### config.mk
export PLATFORM = sky130hd
export DESIGN_NAME = pd_top
export DESIGN_NICKNAME = d
export VERILOG_FILES = /design/src/hdl/pd_pkg.sv /design/src/hdl/pd_top.sv /design/src/hdl/pd_block_digest.sv /design/src/hdl/pd_block_buffer.sv /design/src/hdl/pd_controller.sv /design/src/hdl/pd_byte_framer.sv
export VERILOG_INCLUDE_DIRS = /design/src /design/src/hdl
export SDC_FILE = /design/constraint.sdc
export NUM_CORES = 1
export LEC_CHECK = 0
export ABC_AREA = 1
export BUFFER_PORTS_ARGS = -buffer_cell sky130_fd_sc_hd__buf_2
export CAP_MARGIN = 20
export CORE_MARGIN = 3
export CORE_UTILIZATION = 30
export CTS_CLUSTER_DIAMETER = 30
export DETAILED_ROUTE_END_ITERATION = 8
export GPL_TIMING_DRIVEN = 0
export PLACE_DENSITY = 0.42
export SKIP_CTS_REPAIR_TIMING = 1
export SKIP_LAST_GASP = 1
export SLEW_MARGIN = 5
export SYNTH_ARGS = -nofsm -noshare
export SYNTH_HDL_FRONTEND = slang
export SYNTH_HIERARCHICAL = 1
export SYNTH_SLANG_ARGS = --single-unit
### constraint.sdc
create_clock -name clk -period 9.5 [get_ports clk]
set_clock_uncertainty 0.1 [all_clocks]
set_input_delay 1.425 -clock clk [delete_from_list [all_inputs] [get_ports clk]]
set_output_delay 1.425 -clock clk [all_outputs]
set_load 0.1 [all_outputs]
### src/hdl/pd_consts.svh
// ##########################################################
// Packet decoder constants: PID and data-type codes,
// payload and block sizes, digest seed and rotation
// ##########################################################
`ifndef PD_CONSTS_SVH
`define PD_CONSTS_SVH

// Token and data PIDs
`define PD_PID_OUT        8'hE1
`define PD_PID_IN         8'h69
`define PD_PID_DATA0      8'hC3
`define PD_PID_DATA1      8'h4B

// Type byte carried by DATA0
`define PD_TYPE_INTERRUPT 8'h01
`define PD_TYPE_HASH      8'h02

// Sizes
`define PD_PAYLOAD_BYTES  8
`define PD_BLOCK_WORDS    4

// Digest fold
`define PD_DIGEST_SEED    32'h811C9DC5
`define PD_DIGEST_ROT     5

`endif
### src/hdl/pd_pkg.sv
// ##########################################################
// Packet decoder package: received byte, payload command,
// block and error-code types
// ##########################################################
`default_nettype none

`include "pd_consts.svh"

package pd_pkg;

	// One received byte as tagged by the framer
	typedef struct packed {
		logic [7:0] data;
		logic [5:0] index;
		logic       first;
		logic       last;
	} pd_byte_t;

	// Payload byte steered into the block buffer
	typedef struct packed {
		logic [7:0] data;
		// Byte slot within the block
		logic [3:0] slot;
		// Set on the byte that completes the block
		logic       is_final;
	} pd_payload_t;

	// Word i is blk[i], byte slot 0 sits in bits [31:24] of word 0
	typedef logic [`PD_BLOCK_WORDS-1:0][31:0] pd_block_t;

	// Reason of the most recent protocol error
	typedef enum logic [1:0] {
		PD_ERR_NONE   = 2'd0,
		PD_ERR_PID    = 2'd1,
		PD_ERR_LENGTH = 2'd2,
		PD_ERR_SEQ    = 2'd3
	} pd_err_e;

endpackage

`default_nettype wire

### src/hdl/pd_top.sv
// ##########################################################
// Packet decoder top: framer, controller, block buffer
// and digest stage in pipeline order
// ##########################################################
`default_nettype none

module pd_top (
	input  wire logic       clk,
	input  wire logic       n_rst,
	input  wire logic       rx_strobe,
	input  wire logic [7:0] rx_byte,
	input  wire logic       rx_eop,
	output logic            transmit_start,
	output logic            transmit_empty,
	output logic            p_error,
	output logic            host_error,
	output pd_pkg::pd_err_e last_error,
	output logic            digest_ready,
	output logic [31:0]     digest
);

	import pd_pkg::*;

	logic        byte_valid;
	pd_byte_t    rx_item;
	logic        payload_valid;
	pd_payload_t payload;
	logic        abort;
	logic        take;
	logic        block_valid;
	pd_block_t   block;

	pd_byte_framer u_framer (
		.clk        (clk),
		.n_rst      (n_rst),
		.rx_strobe  (rx_strobe),
		.rx_byte    (rx_byte),
		.rx_eop     (rx_eop),
		.byte_valid (byte_valid),
		.rx_item    (rx_item)
	);

	pd_controller u_controller (
		.clk            (clk),
		.n_rst          (n_rst),
		.byte_valid     (byte_valid),
		.rx_item        (rx_item),
		.digest_ready   (digest_ready),
		.payload_valid  (payload_valid),
		.payload        (payload),
		.abort          (abort),
		.take           (take),
		.transmit_start (transmit_start),
		.transmit_empty (transmit_empty),
		.p_error        (p_error),
		.last_error     (last_error)
	);

	pd_block_buffer u_buffer (
		.clk           (clk),
		.n_rst         (n_rst),
		.payload_valid (payload_valid),
		.payload       (payload),
		.abort         (abort),
		.block_valid   (block_valid),
		.block         (block)
	);

	pd_block_digest u_digest (
		.clk          (clk),
		.n_rst        (n_rst),
		.block_valid  (block_valid),
		.block        (block),
		.abort        (abort),
		.take         (take),
		.digest_ready (digest_ready),
		.digest       (digest),
		.host_error   (host_error)
	);

endmodule

`default_nettype wire

### src/hdl/pd_block_digest.sv
// ##########################################################
// Block digest: folds a block word by word into a 32-bit
// digest and holds it until taken or aborted
// ##########################################################
`default_nettype none

`include "pd_consts.svh"

module pd_block_digest (
	input  wire logic              clk,
	input  wire logic              n_rst,
	input  wire logic              block_valid,
	input  wire pd_pkg::pd_block_t block,
	input  wire logic              abort,
	input  wire logic              take,
	output logic                   digest_ready,
	output logic [31:0]            digest,
	output logic                   host_error
);

	import pd_pkg::*;

	localparam int CW = $clog2(`PD_BLOCK_WORDS);

	typedef enum logic [1:0] {
		DG_FREE,
		DG_BUSY,
		DG_READY
	} dg_state_e;

	dg_state_e     state;
	logic [CW-1:0] word_idx;
	pd_block_t     blk_q;
	logic [31:0]   mixed;

	// Current word XORed in before the rotate
	assign mixed = digest ^ blk_q[word_idx];

	always_ff @(posedge clk, negedge n_rst) begin
		if (!n_rst) begin
			state      <= DG_FREE;
			word_idx   <= '0;
			digest     <= `PD_DIGEST_SEED;
			host_error <= 1'b0;
		end else begin
			// Blocks are dropped while busy or holding a digest
			host_error <= block_valid && (state != DG_FREE);
			if (abort) begin
				state <= DG_FREE;
			end else begin
				case (state)
					DG_FREE: begin
						if (block_valid) begin
							state    <= DG_BUSY;
							word_idx <= '0;
							digest   <= `PD_DIGEST_SEED;
						end
					end
					DG_BUSY: begin
						digest   <= (mixed << `PD_DIGEST_ROT) |
						            (mixed >> (32 - `PD_DIGEST_ROT));
						word_idx <= word_idx + CW'(1);
						if (word_idx == CW'(`PD_BLOCK_WORDS - 1)) begin
							state <= DG_READY;
						end
					end
					DG_READY: begin
						if (take) begin
							state <= DG_FREE;
						end
					end
					default: begin
						state <= DG_FREE;
					end
				endcase
			end
		end
	end

	// Private copy so the buffer can refill during the fold
	always_ff @(posedge clk) begin
		if (block_valid && state == DG_FREE) begin
			blk_q <= block;
		end
	end

	assign digest_ready = (state == DG_READY);

endmodule

`default_nettype wire

### src/hdl/pd_block_buffer.sv
// ##########################################################
// Block buffer: writes payload bytes into their slots and
// releases the block once every slot has been written
// ##########################################################
`default_nettype none

`include "pd_consts.svh"

module pd_block_buffer (
	input  wire logic                clk,
	input  wire logic                n_rst,
	input  wire logic                payload_valid,
	input  wire pd_pkg::pd_payload_t payload,
	input  wire logic                abort,
	output logic                     block_valid,
	output pd_pkg::pd_block_t        block
);

	localparam int SLOTS = `PD_BLOCK_WORDS * 4;

	// One bit per written byte slot
	logic [SLOTS-1:0] mask;
	logic [SLOTS-1:0] mask_n;
	// Bit offset of the byte in its word, slot 0 is the top byte
	logic [4:0]       byte_sh;

	assign mask_n  = mask | (SLOTS'(1) << payload.slot);
	assign byte_sh = {~payload.slot[1:0], 3'b000};

	always_ff @(posedge clk) begin
		if (payload_valid) begin
			block[payload.slot[3:2]][byte_sh +: 8] <= payload.data;
		end
	end

	always_ff @(posedge clk, negedge n_rst) begin
		if (!n_rst) begin
			mask        <= '0;
			block_valid <= 1'b0;
		end else begin
			block_valid <= 1'b0;
			if (abort) begin
				mask <= '0;
			end else if (payload_valid) begin
				if (payload.is_final) begin
					// Only a complete block goes on to the digest
					block_valid <= &mask_n;
					mask        <= '0;
				end else begin
					mask <= mask_n;
				end
			end
		end
	end

endmodule

`default_nettype wire

### src/hdl/pd_controller.sv
// ##########################################################
// Decoder controller: PID state machine that steers payload
// bytes, raises protocol errors and answers IN tokens
// ##########################################################
`default_nettype none

`include "pd_consts.svh"

module pd_controller (
	input  wire logic             clk,
	input  wire logic             n_rst,
	input  wire logic             byte_valid,
	input  wire pd_pkg::pd_byte_t rx_item,
	input  wire logic             digest_ready,
	output logic                  payload_valid,
	output pd_pkg::pd_payload_t   payload,
	output logic                  abort,
	output logic                  take,
	output logic                  transmit_start,
	output logic                  transmit_empty,
	output logic                  p_error,
	output pd_pkg::pd_err_e       last_error
);

	import pd_pkg::*;

	// Index of the last payload byte in DATA0 and DATA1
	localparam logic [5:0] D0_END = 6'(`PD_PAYLOAD_BYTES + 1);
	localparam logic [5:0] D1_END = 6'(`PD_PAYLOAD_BYTES);

	typedef enum logic [2:0] {
		ST_IDLE,
		ST_AFTER_OUT,
		ST_D0_TYPE,
		ST_D0_PAY,
		ST_EXP_D1,
		ST_D1_PAY,
		ST_DRAIN
	} state_e;

	state_e      state;
	state_e      state_n;
	// First half of a block sits in the buffer
	logic        half_q;
	logic        half_n;
	logic        pv_n;
	logic        abort_n;
	logic        start_n;
	logic        empty_n;
	logic        err_n;
	logic        at_end;
	pd_err_e     err_code;
	pd_payload_t payload_n;
	logic [5:0]  slot_d0;
	logic [5:0]  slot_d1;

	// DATA0 payload starts at index 2, DATA1 payload at index 1
	assign slot_d0 = rx_item.index - 6'd2;
	assign slot_d1 = rx_item.index + 6'(`PD_PAYLOAD_BYTES - 1);

	always_comb begin
		state_n   = state;
		half_n    = half_q;
		pv_n      = 1'b0;
		abort_n   = 1'b0;
		start_n   = 1'b0;
		empty_n   = 1'b0;
		err_n     = 1'b0;
		at_end    = 1'b0;
		err_code  = PD_ERR_NONE;
		payload_n = '{data: rx_item.data, slot: '0, is_final: 1'b0};

		if (byte_valid) begin
			case (state)
				ST_IDLE, ST_AFTER_OUT, ST_EXP_D1: begin
					// Trailing bytes of token packets are ignored here
					if (rx_item.first) begin
						case (rx_item.data)
							`PD_PID_OUT: begin
								state_n = half_q ? ST_EXP_D1 : ST_AFTER_OUT;
							end
							`PD_PID_IN: begin
								start_n = digest_ready;
								empty_n = !digest_ready;
								state_n = ST_IDLE;
							end
							`PD_PID_DATA0: begin
								if (state == ST_IDLE) begin
									err_n    = 1'b1;
									err_code = PD_ERR_SEQ;
								end else if (rx_item.last) begin
									err_n    = 1'b1;
									err_code = PD_ERR_LENGTH;
									abort_n  = 1'b1;
								end else begin
									state_n = ST_D0_TYPE;
								end
							end
							`PD_PID_DATA1: begin
								// Needs both an OUT and a held HASH half
								if (state != ST_EXP_D1) begin
									err_n    = 1'b1;
									err_code = PD_ERR_SEQ;
								end else if (rx_item.last) begin
									err_n    = 1'b1;
									err_code = PD_ERR_LENGTH;
									abort_n  = 1'b1;
								end else begin
									state_n = ST_D1_PAY;
								end
							end
							default: begin
								err_n    = 1'b1;
								err_code = PD_ERR_PID;
							end
						endcase
						if (err_n) begin
							state_n = rx_item.last ? ST_IDLE : ST_DRAIN;
						end
					end
				end

				ST_D0_TYPE: begin
					if (rx_item.data == `PD_TYPE_INTERRUPT) begin
						abort_n = 1'b1;
						state_n = rx_item.last ? ST_IDLE : ST_DRAIN;
					end else if (rx_item.data == `PD_TYPE_HASH && !rx_item.last) begin
						// A new first half replaces any held one
						half_n  = 1'b0;
						state_n = ST_D0_PAY;
					end else begin
						err_n = 1'b1;
						if (rx_item.data == `PD_TYPE_HASH) begin
							err_code = PD_ERR_LENGTH;
							abort_n  = 1'b1;
						end else begin
							// Unknown type code
							err_code = PD_ERR_PID;
						end
						state_n = rx_item.last ? ST_IDLE : ST_DRAIN;
					end
				end

				ST_D0_PAY, ST_D1_PAY: begin
					pv_n = 1'b1;
					if (state == ST_D0_PAY) begin
						payload_n.slot = slot_d0[3:0];
						at_end         = (rx_item.index == D0_END);
					end else begin
						payload_n.slot = slot_d1[3:0];
						at_end         = (rx_item.index == D1_END);
					end
					payload_n.is_final = (state == ST_D1_PAY) && at_end && rx_item.last;

					if (at_end && rx_item.last) begin
						half_n  = (state == ST_D0_PAY);
						state_n = ST_IDLE;
					end else if (at_end || rx_item.last) begin
						// Packet ends early or runs past its payload
						err_n    = 1'b1;
						err_code = PD_ERR_LENGTH;
						abort_n  = 1'b1;
						state_n  = rx_item.last ? ST_IDLE : ST_DRAIN;
					end
				end

				ST_DRAIN: begin
					if (rx_item.last) begin
						state_n = ST_IDLE;
					end
				end

				default: begin
					state_n = ST_IDLE;
				end
			endcase
		end

		// Abort always drops the half-built block
		if (abort_n) begin
			half_n = 1'b0;
		end
	end

	always_ff @(posedge clk, negedge n_rst) begin
		if (!n_rst) begin
			state          <= ST_IDLE;
			half_q         <= 1'b0;
			payload_valid  <= 1'b0;
			abort          <= 1'b0;
			take           <= 1'b0;
			transmit_start <= 1'b0;
			transmit_empty <= 1'b0;
			p_error        <= 1'b0;
			last_error     <= PD_ERR_NONE;
		end else begin
			state          <= state_n;
			half_q         <= half_n;
			payload_valid  <= pv_n;
			abort          <= abort_n;
			take           <= start_n;
			transmit_start <= start_n;
			transmit_empty <= empty_n;
			p_error        <= err_n;
			if (err_n) begin
				last_error <= err_code;
			end
		end
	end

	always_ff @(posedge clk) begin
		if (pv_n) begin
			payload <= payload_n;
		end
	end

endmodule

`default_nettype wire

### src/hdl/pd_byte_framer.sv
// ##########################################################
// Byte framer: registers received bytes and tags each one
// with its index in the packet and first/last flags
// ##########################################################
`default_nettype none

module pd_byte_framer (
	input  wire logic       clk,
	input  wire logic       n_rst,
	input  wire logic       rx_strobe,
	input  wire logic [7:0] rx_byte,
	input  wire logic       rx_eop,
	output logic            byte_valid,
	output pd_pkg::pd_byte_t rx_item
);

	// Index of the next byte within the current packet
	logic [5:0] count;

	always_ff @(posedge clk, negedge n_rst) begin
		if (!n_rst) begin
			count      <= '0;
			byte_valid <= 1'b0;
		end else begin
			byte_valid <= rx_strobe;
			if (rx_strobe) begin
				if (rx_eop) begin
					count <= '0;
				end else if (count != '1) begin
					// Saturate so an overlong packet still reads as too long
					count <= count + 6'd1;
				end
			end
		end
	end

	// Tagged byte, captured with each strobe
	always_ff @(posedge clk) begin
		if (rx_strobe) begin
			rx_item.data  <= rx_byte;
			rx_item.index <= count;
			rx_item.first <= (count == '0);
			rx_item.last  <= rx_eop;
		end
	end

endmodule

`default_nettype wire

==> qor.csv <==
stage;metric;value;unit
placed_design;place_ws;6.25;ns
power_and_ir_drop;ir_worst_vdd;0.000154;V
clock_network;cts_buffer_depth;3;
placed_design;io_buffer_count;50;
sta;setup_tns;0;ns
setup_path;crit_arrival;1.80;ns
global_route;track_usage;15.4;%
sta;drv_slew;0;
die;die_h;224;µm
setup_path;r2r_cells;7;
clock_network;cts_buffers;91;
power_and_ir_drop;p_seq_share;35.1;%
clock_network;clkLatencyLatePin;0.61;ns
sta;slew_headroom;20.2;%
sta;fin_crit;3.32;ns
finish;multi_input_area;0.00326;mm²
clock_network;cts_tree;done;
synthesis;ys_seq_area_share;72.5;%
finish;register_area;0.0104;mm²
synthesis;ys_ff_latch;357;
sta;period_share;35.0;%
flow_run;drv_cap;0;
placed_design;globalplace.congestion;0.805;
global_route;antenna_found_initial;1;
power_and_ir_drop;p_leak;0.00751;µW
finish;final_common_cell;nand2_1;
global_route;grt_max_degree;41;
sta;rsz0062_at_grt;false;
synthesis;yosysWarnings;6;
setup_path;startpoint_type;flop;
drt;vias_per_cell;4.46;
setup_path;end_kind;output pin;
clock_network;htreeDepth;3;
sta;hold_viol;0;
synthesis;syn_area;0.0143;mm²
setup_path;path_class;reg -> out;
finish;area_delta_synth_final;30.4;%
sta;worst_slack;6.18;ns
power_and_ir_drop;pwr-share-comb;2.9;%
drt;drt_iter0_drc;604;
drt;antenna_left;0;
global_route;grt_pass1_wl;57400;µm
global_route;grt_overflow_total;0;
die;floorplan.initialDensity;30.5;%
die;row_count;79;
sta;fmax;301;MHz
setup_path;required;7.98;ns
power_and_ir_drop;p_clk_share;62.0;%
die;die_w;224;µm
clock_network;cts-root-buf;clkbuf_16;
hold_path;hp-class;reg -> reg;
setup_path;slowest_stage;buf_2;
drt;wl_per_cell;18.1;µm
drt;dr.pass1.iters;5;
setup_path;cp_max_fo;5;
sta;tightest_slew;1.19;ns
clock_network;numClockSinks;357;
die;coreArea;0.0469;mm²
die;io_pins;51;
sta;setup-violations-final;0;
power_and_ir_drop;p_int;3850;µW
power_and_ir_drop;powerDensity;262;mW/mm²
clock_network;clk_pin_slew;0.05;ns
status;status;finished clean;
drt;totalWireLength;37700;µm
synthesis;yosys.cell_types.count;38;
finish;final_area;0.0187;mm²
finish;most-common-layout-cells;nand2_1, edfxtp_1, nand3_1;
die;die_area;0.0504;mm²
finish;nFillCells;4567;
finish;nets;1422;
placed_design;hpwl;26300;µm
power_and_ir_drop;p_total;4890;µW
power_and_ir_drop;p_sw;1040;µW
power_and_ir_drop;power_switching_share;21.3;%
synthesis;syn_avg_cell_area;11.5;µm²
finish;drive_above_1_share;19.1;%
setup_path;cpPeakStageDelay;0.51;ns
synthesis;netlist_instances;1240;
drt;vias;9296;
global_route;grt_pass1_vias;9505;
drt;drcViolationCount;0;
setup_path;crit_chain;inv_1 -> nor2_1 -> buf_2;
placed_design;place_area;0.0155;mm²
hold_path;worstHoldPathCells;0;
synthesis;synth_nets;1264;
## worst max-delay path, delay by kind of cell, from the launching register on
kind / cells / cell delay, ns
buffers and inverters: 2 / 0.58
DFF: 1 / 0.36
and+or+nand+nor: 1 / 0.27
## sequential cells by signal, summed over array words and instances (netlist names), 2 cells and up
name and count:
u_buffer/block 128, u_digest/digest 32, u_digest/word_idx 2, u_digest/blk_q 128, u_framer/count 6, u_controller/last_error 2
u_controller/payload 13, u_digest/state 2, u_controller/state 3, u_buffer/mask 16, u_framer/rx_item 16
## Yosys cell counts
library cell  count  share of area [%]
xor2_1            2               0.12
clkbuf_1          1              0.026
ha_1             12                1.0
nand3_2           2               0.14
o21ai_0          27               0.94
o2bb2ai_1         1              0.061
clkinv_1          1              0.026
dfstp_2          14                2.6
o21bai_1          2               0.10
a21oi_2           2               0.12
inv_2            15               0.39
nand4_1           3               0.13
nand3_4           1               0.12
nor2_1           93                2.4
nand2_4           2               0.16
buf_4             6               0.31
a22oi_1           1              0.052
or2_1             7               0.31
nand3_1         139                4.9
nor2_4            1              0.079
buf_2            24               0.84
edfxtp_1        285                 60
clkbuf_2          1              0.035
nor3_1           20               0.70
inv_1           118                3.1
a21oi_1          29                1.0
nor2_2            6               0.26
o21a_1            1              0.052
a21boi_0          1              0.052
o21ai_1          22               0.77
buf_1             2              0.052
nor3_2            1              0.070
or2_0             1              0.044
a211oi_1          1              0.052
nand2_2           3               0.13
nor4_1            4               0.17
nand2_1         331                8.7
dfrtp_1          58                 10
## worst paths after layout
check | from | endpoint | slack, ns
min reg2reg | u_buffer/block[56] | u_digest/blk_q[56] | 0.31
max | u_digest/state[1] | digest_ready | 6.18
max in group asynchronous | n_rst | u_buffer/mask[13] | 7.92
min in group asynchronous | n_rst | u_digest/digest[29] | 0.73
max reg2reg | u_controller/payload[1] | u_buffer/block[1] | 6.27
min | u_buffer/block[56] | u_digest/blk_q[56] | 0.31
## layer usage
layer | track usage (%) | part of all wire, % | up-vias
li1 | - | - | 4546
met1 | 19.1 | 43 | 4486
met2 | 26.4 | 50 | 197
met3 | 3.71 | 4.4 | 67
met4 | 5.62 | 2.7 | 0
met5 | 0 | 0 | -
## per-stage QoR
step / hold slack, ns / util [%] / instances
after CTS: 0.302 / 39.8 / 2083
after floorplan: 0.300 / - / 1240
after global placement: 0.301 / 32.7 / 1897
final: 0.306 / 39.8 / 2085
after global routing: 0.307 / 39.8 / 2084
after detailed placement: 0.305 / 33.2 / 1911
## cell families (layout without fill, tap and decap cells)
logic type	count (synthesis)	in the layout	share of synthesized area, %
other cells	0	1	0
compound gates	87	87	3.23
flops	357	357	72.5
buf+inv	168	405	4.78
xor+xnor	2	2	0.122
simple gates	614	614	18.3
fa+ha+maj	12	12	1.05
## power by group through the flow
stage / Sequential (µW) / Combinational, µW / Clock (µW)
2_1_floorplan: 1770 / 76.1 / 0
3_3_place_gp: 1740 / 140 / 0
3_5_place_dp: 1740 / 142 / 0
4_1_cts: 1720 / 142 / 3090
5_1_grt: 1720 / 161 / 3190
6_report: 1720 / 140 / 3030
## cell type report
type | count | share of cell area [%]
Multi-Input combinational cell | 715 | 17.4
Buffer | 34 | 0.972
Inverter | 134 | 2.69
Timing Repair Buffer | 65 | 2.56
Antenna cell | 1 | 0.0134
Sequential cell | 357 | 55.6
Clock buffer | 117 | 13.2
Tap cell | 607 | 4.07
Clock inverter | 55 | 3.49
No activity file was read; power rests on OpenSTA's default activity.
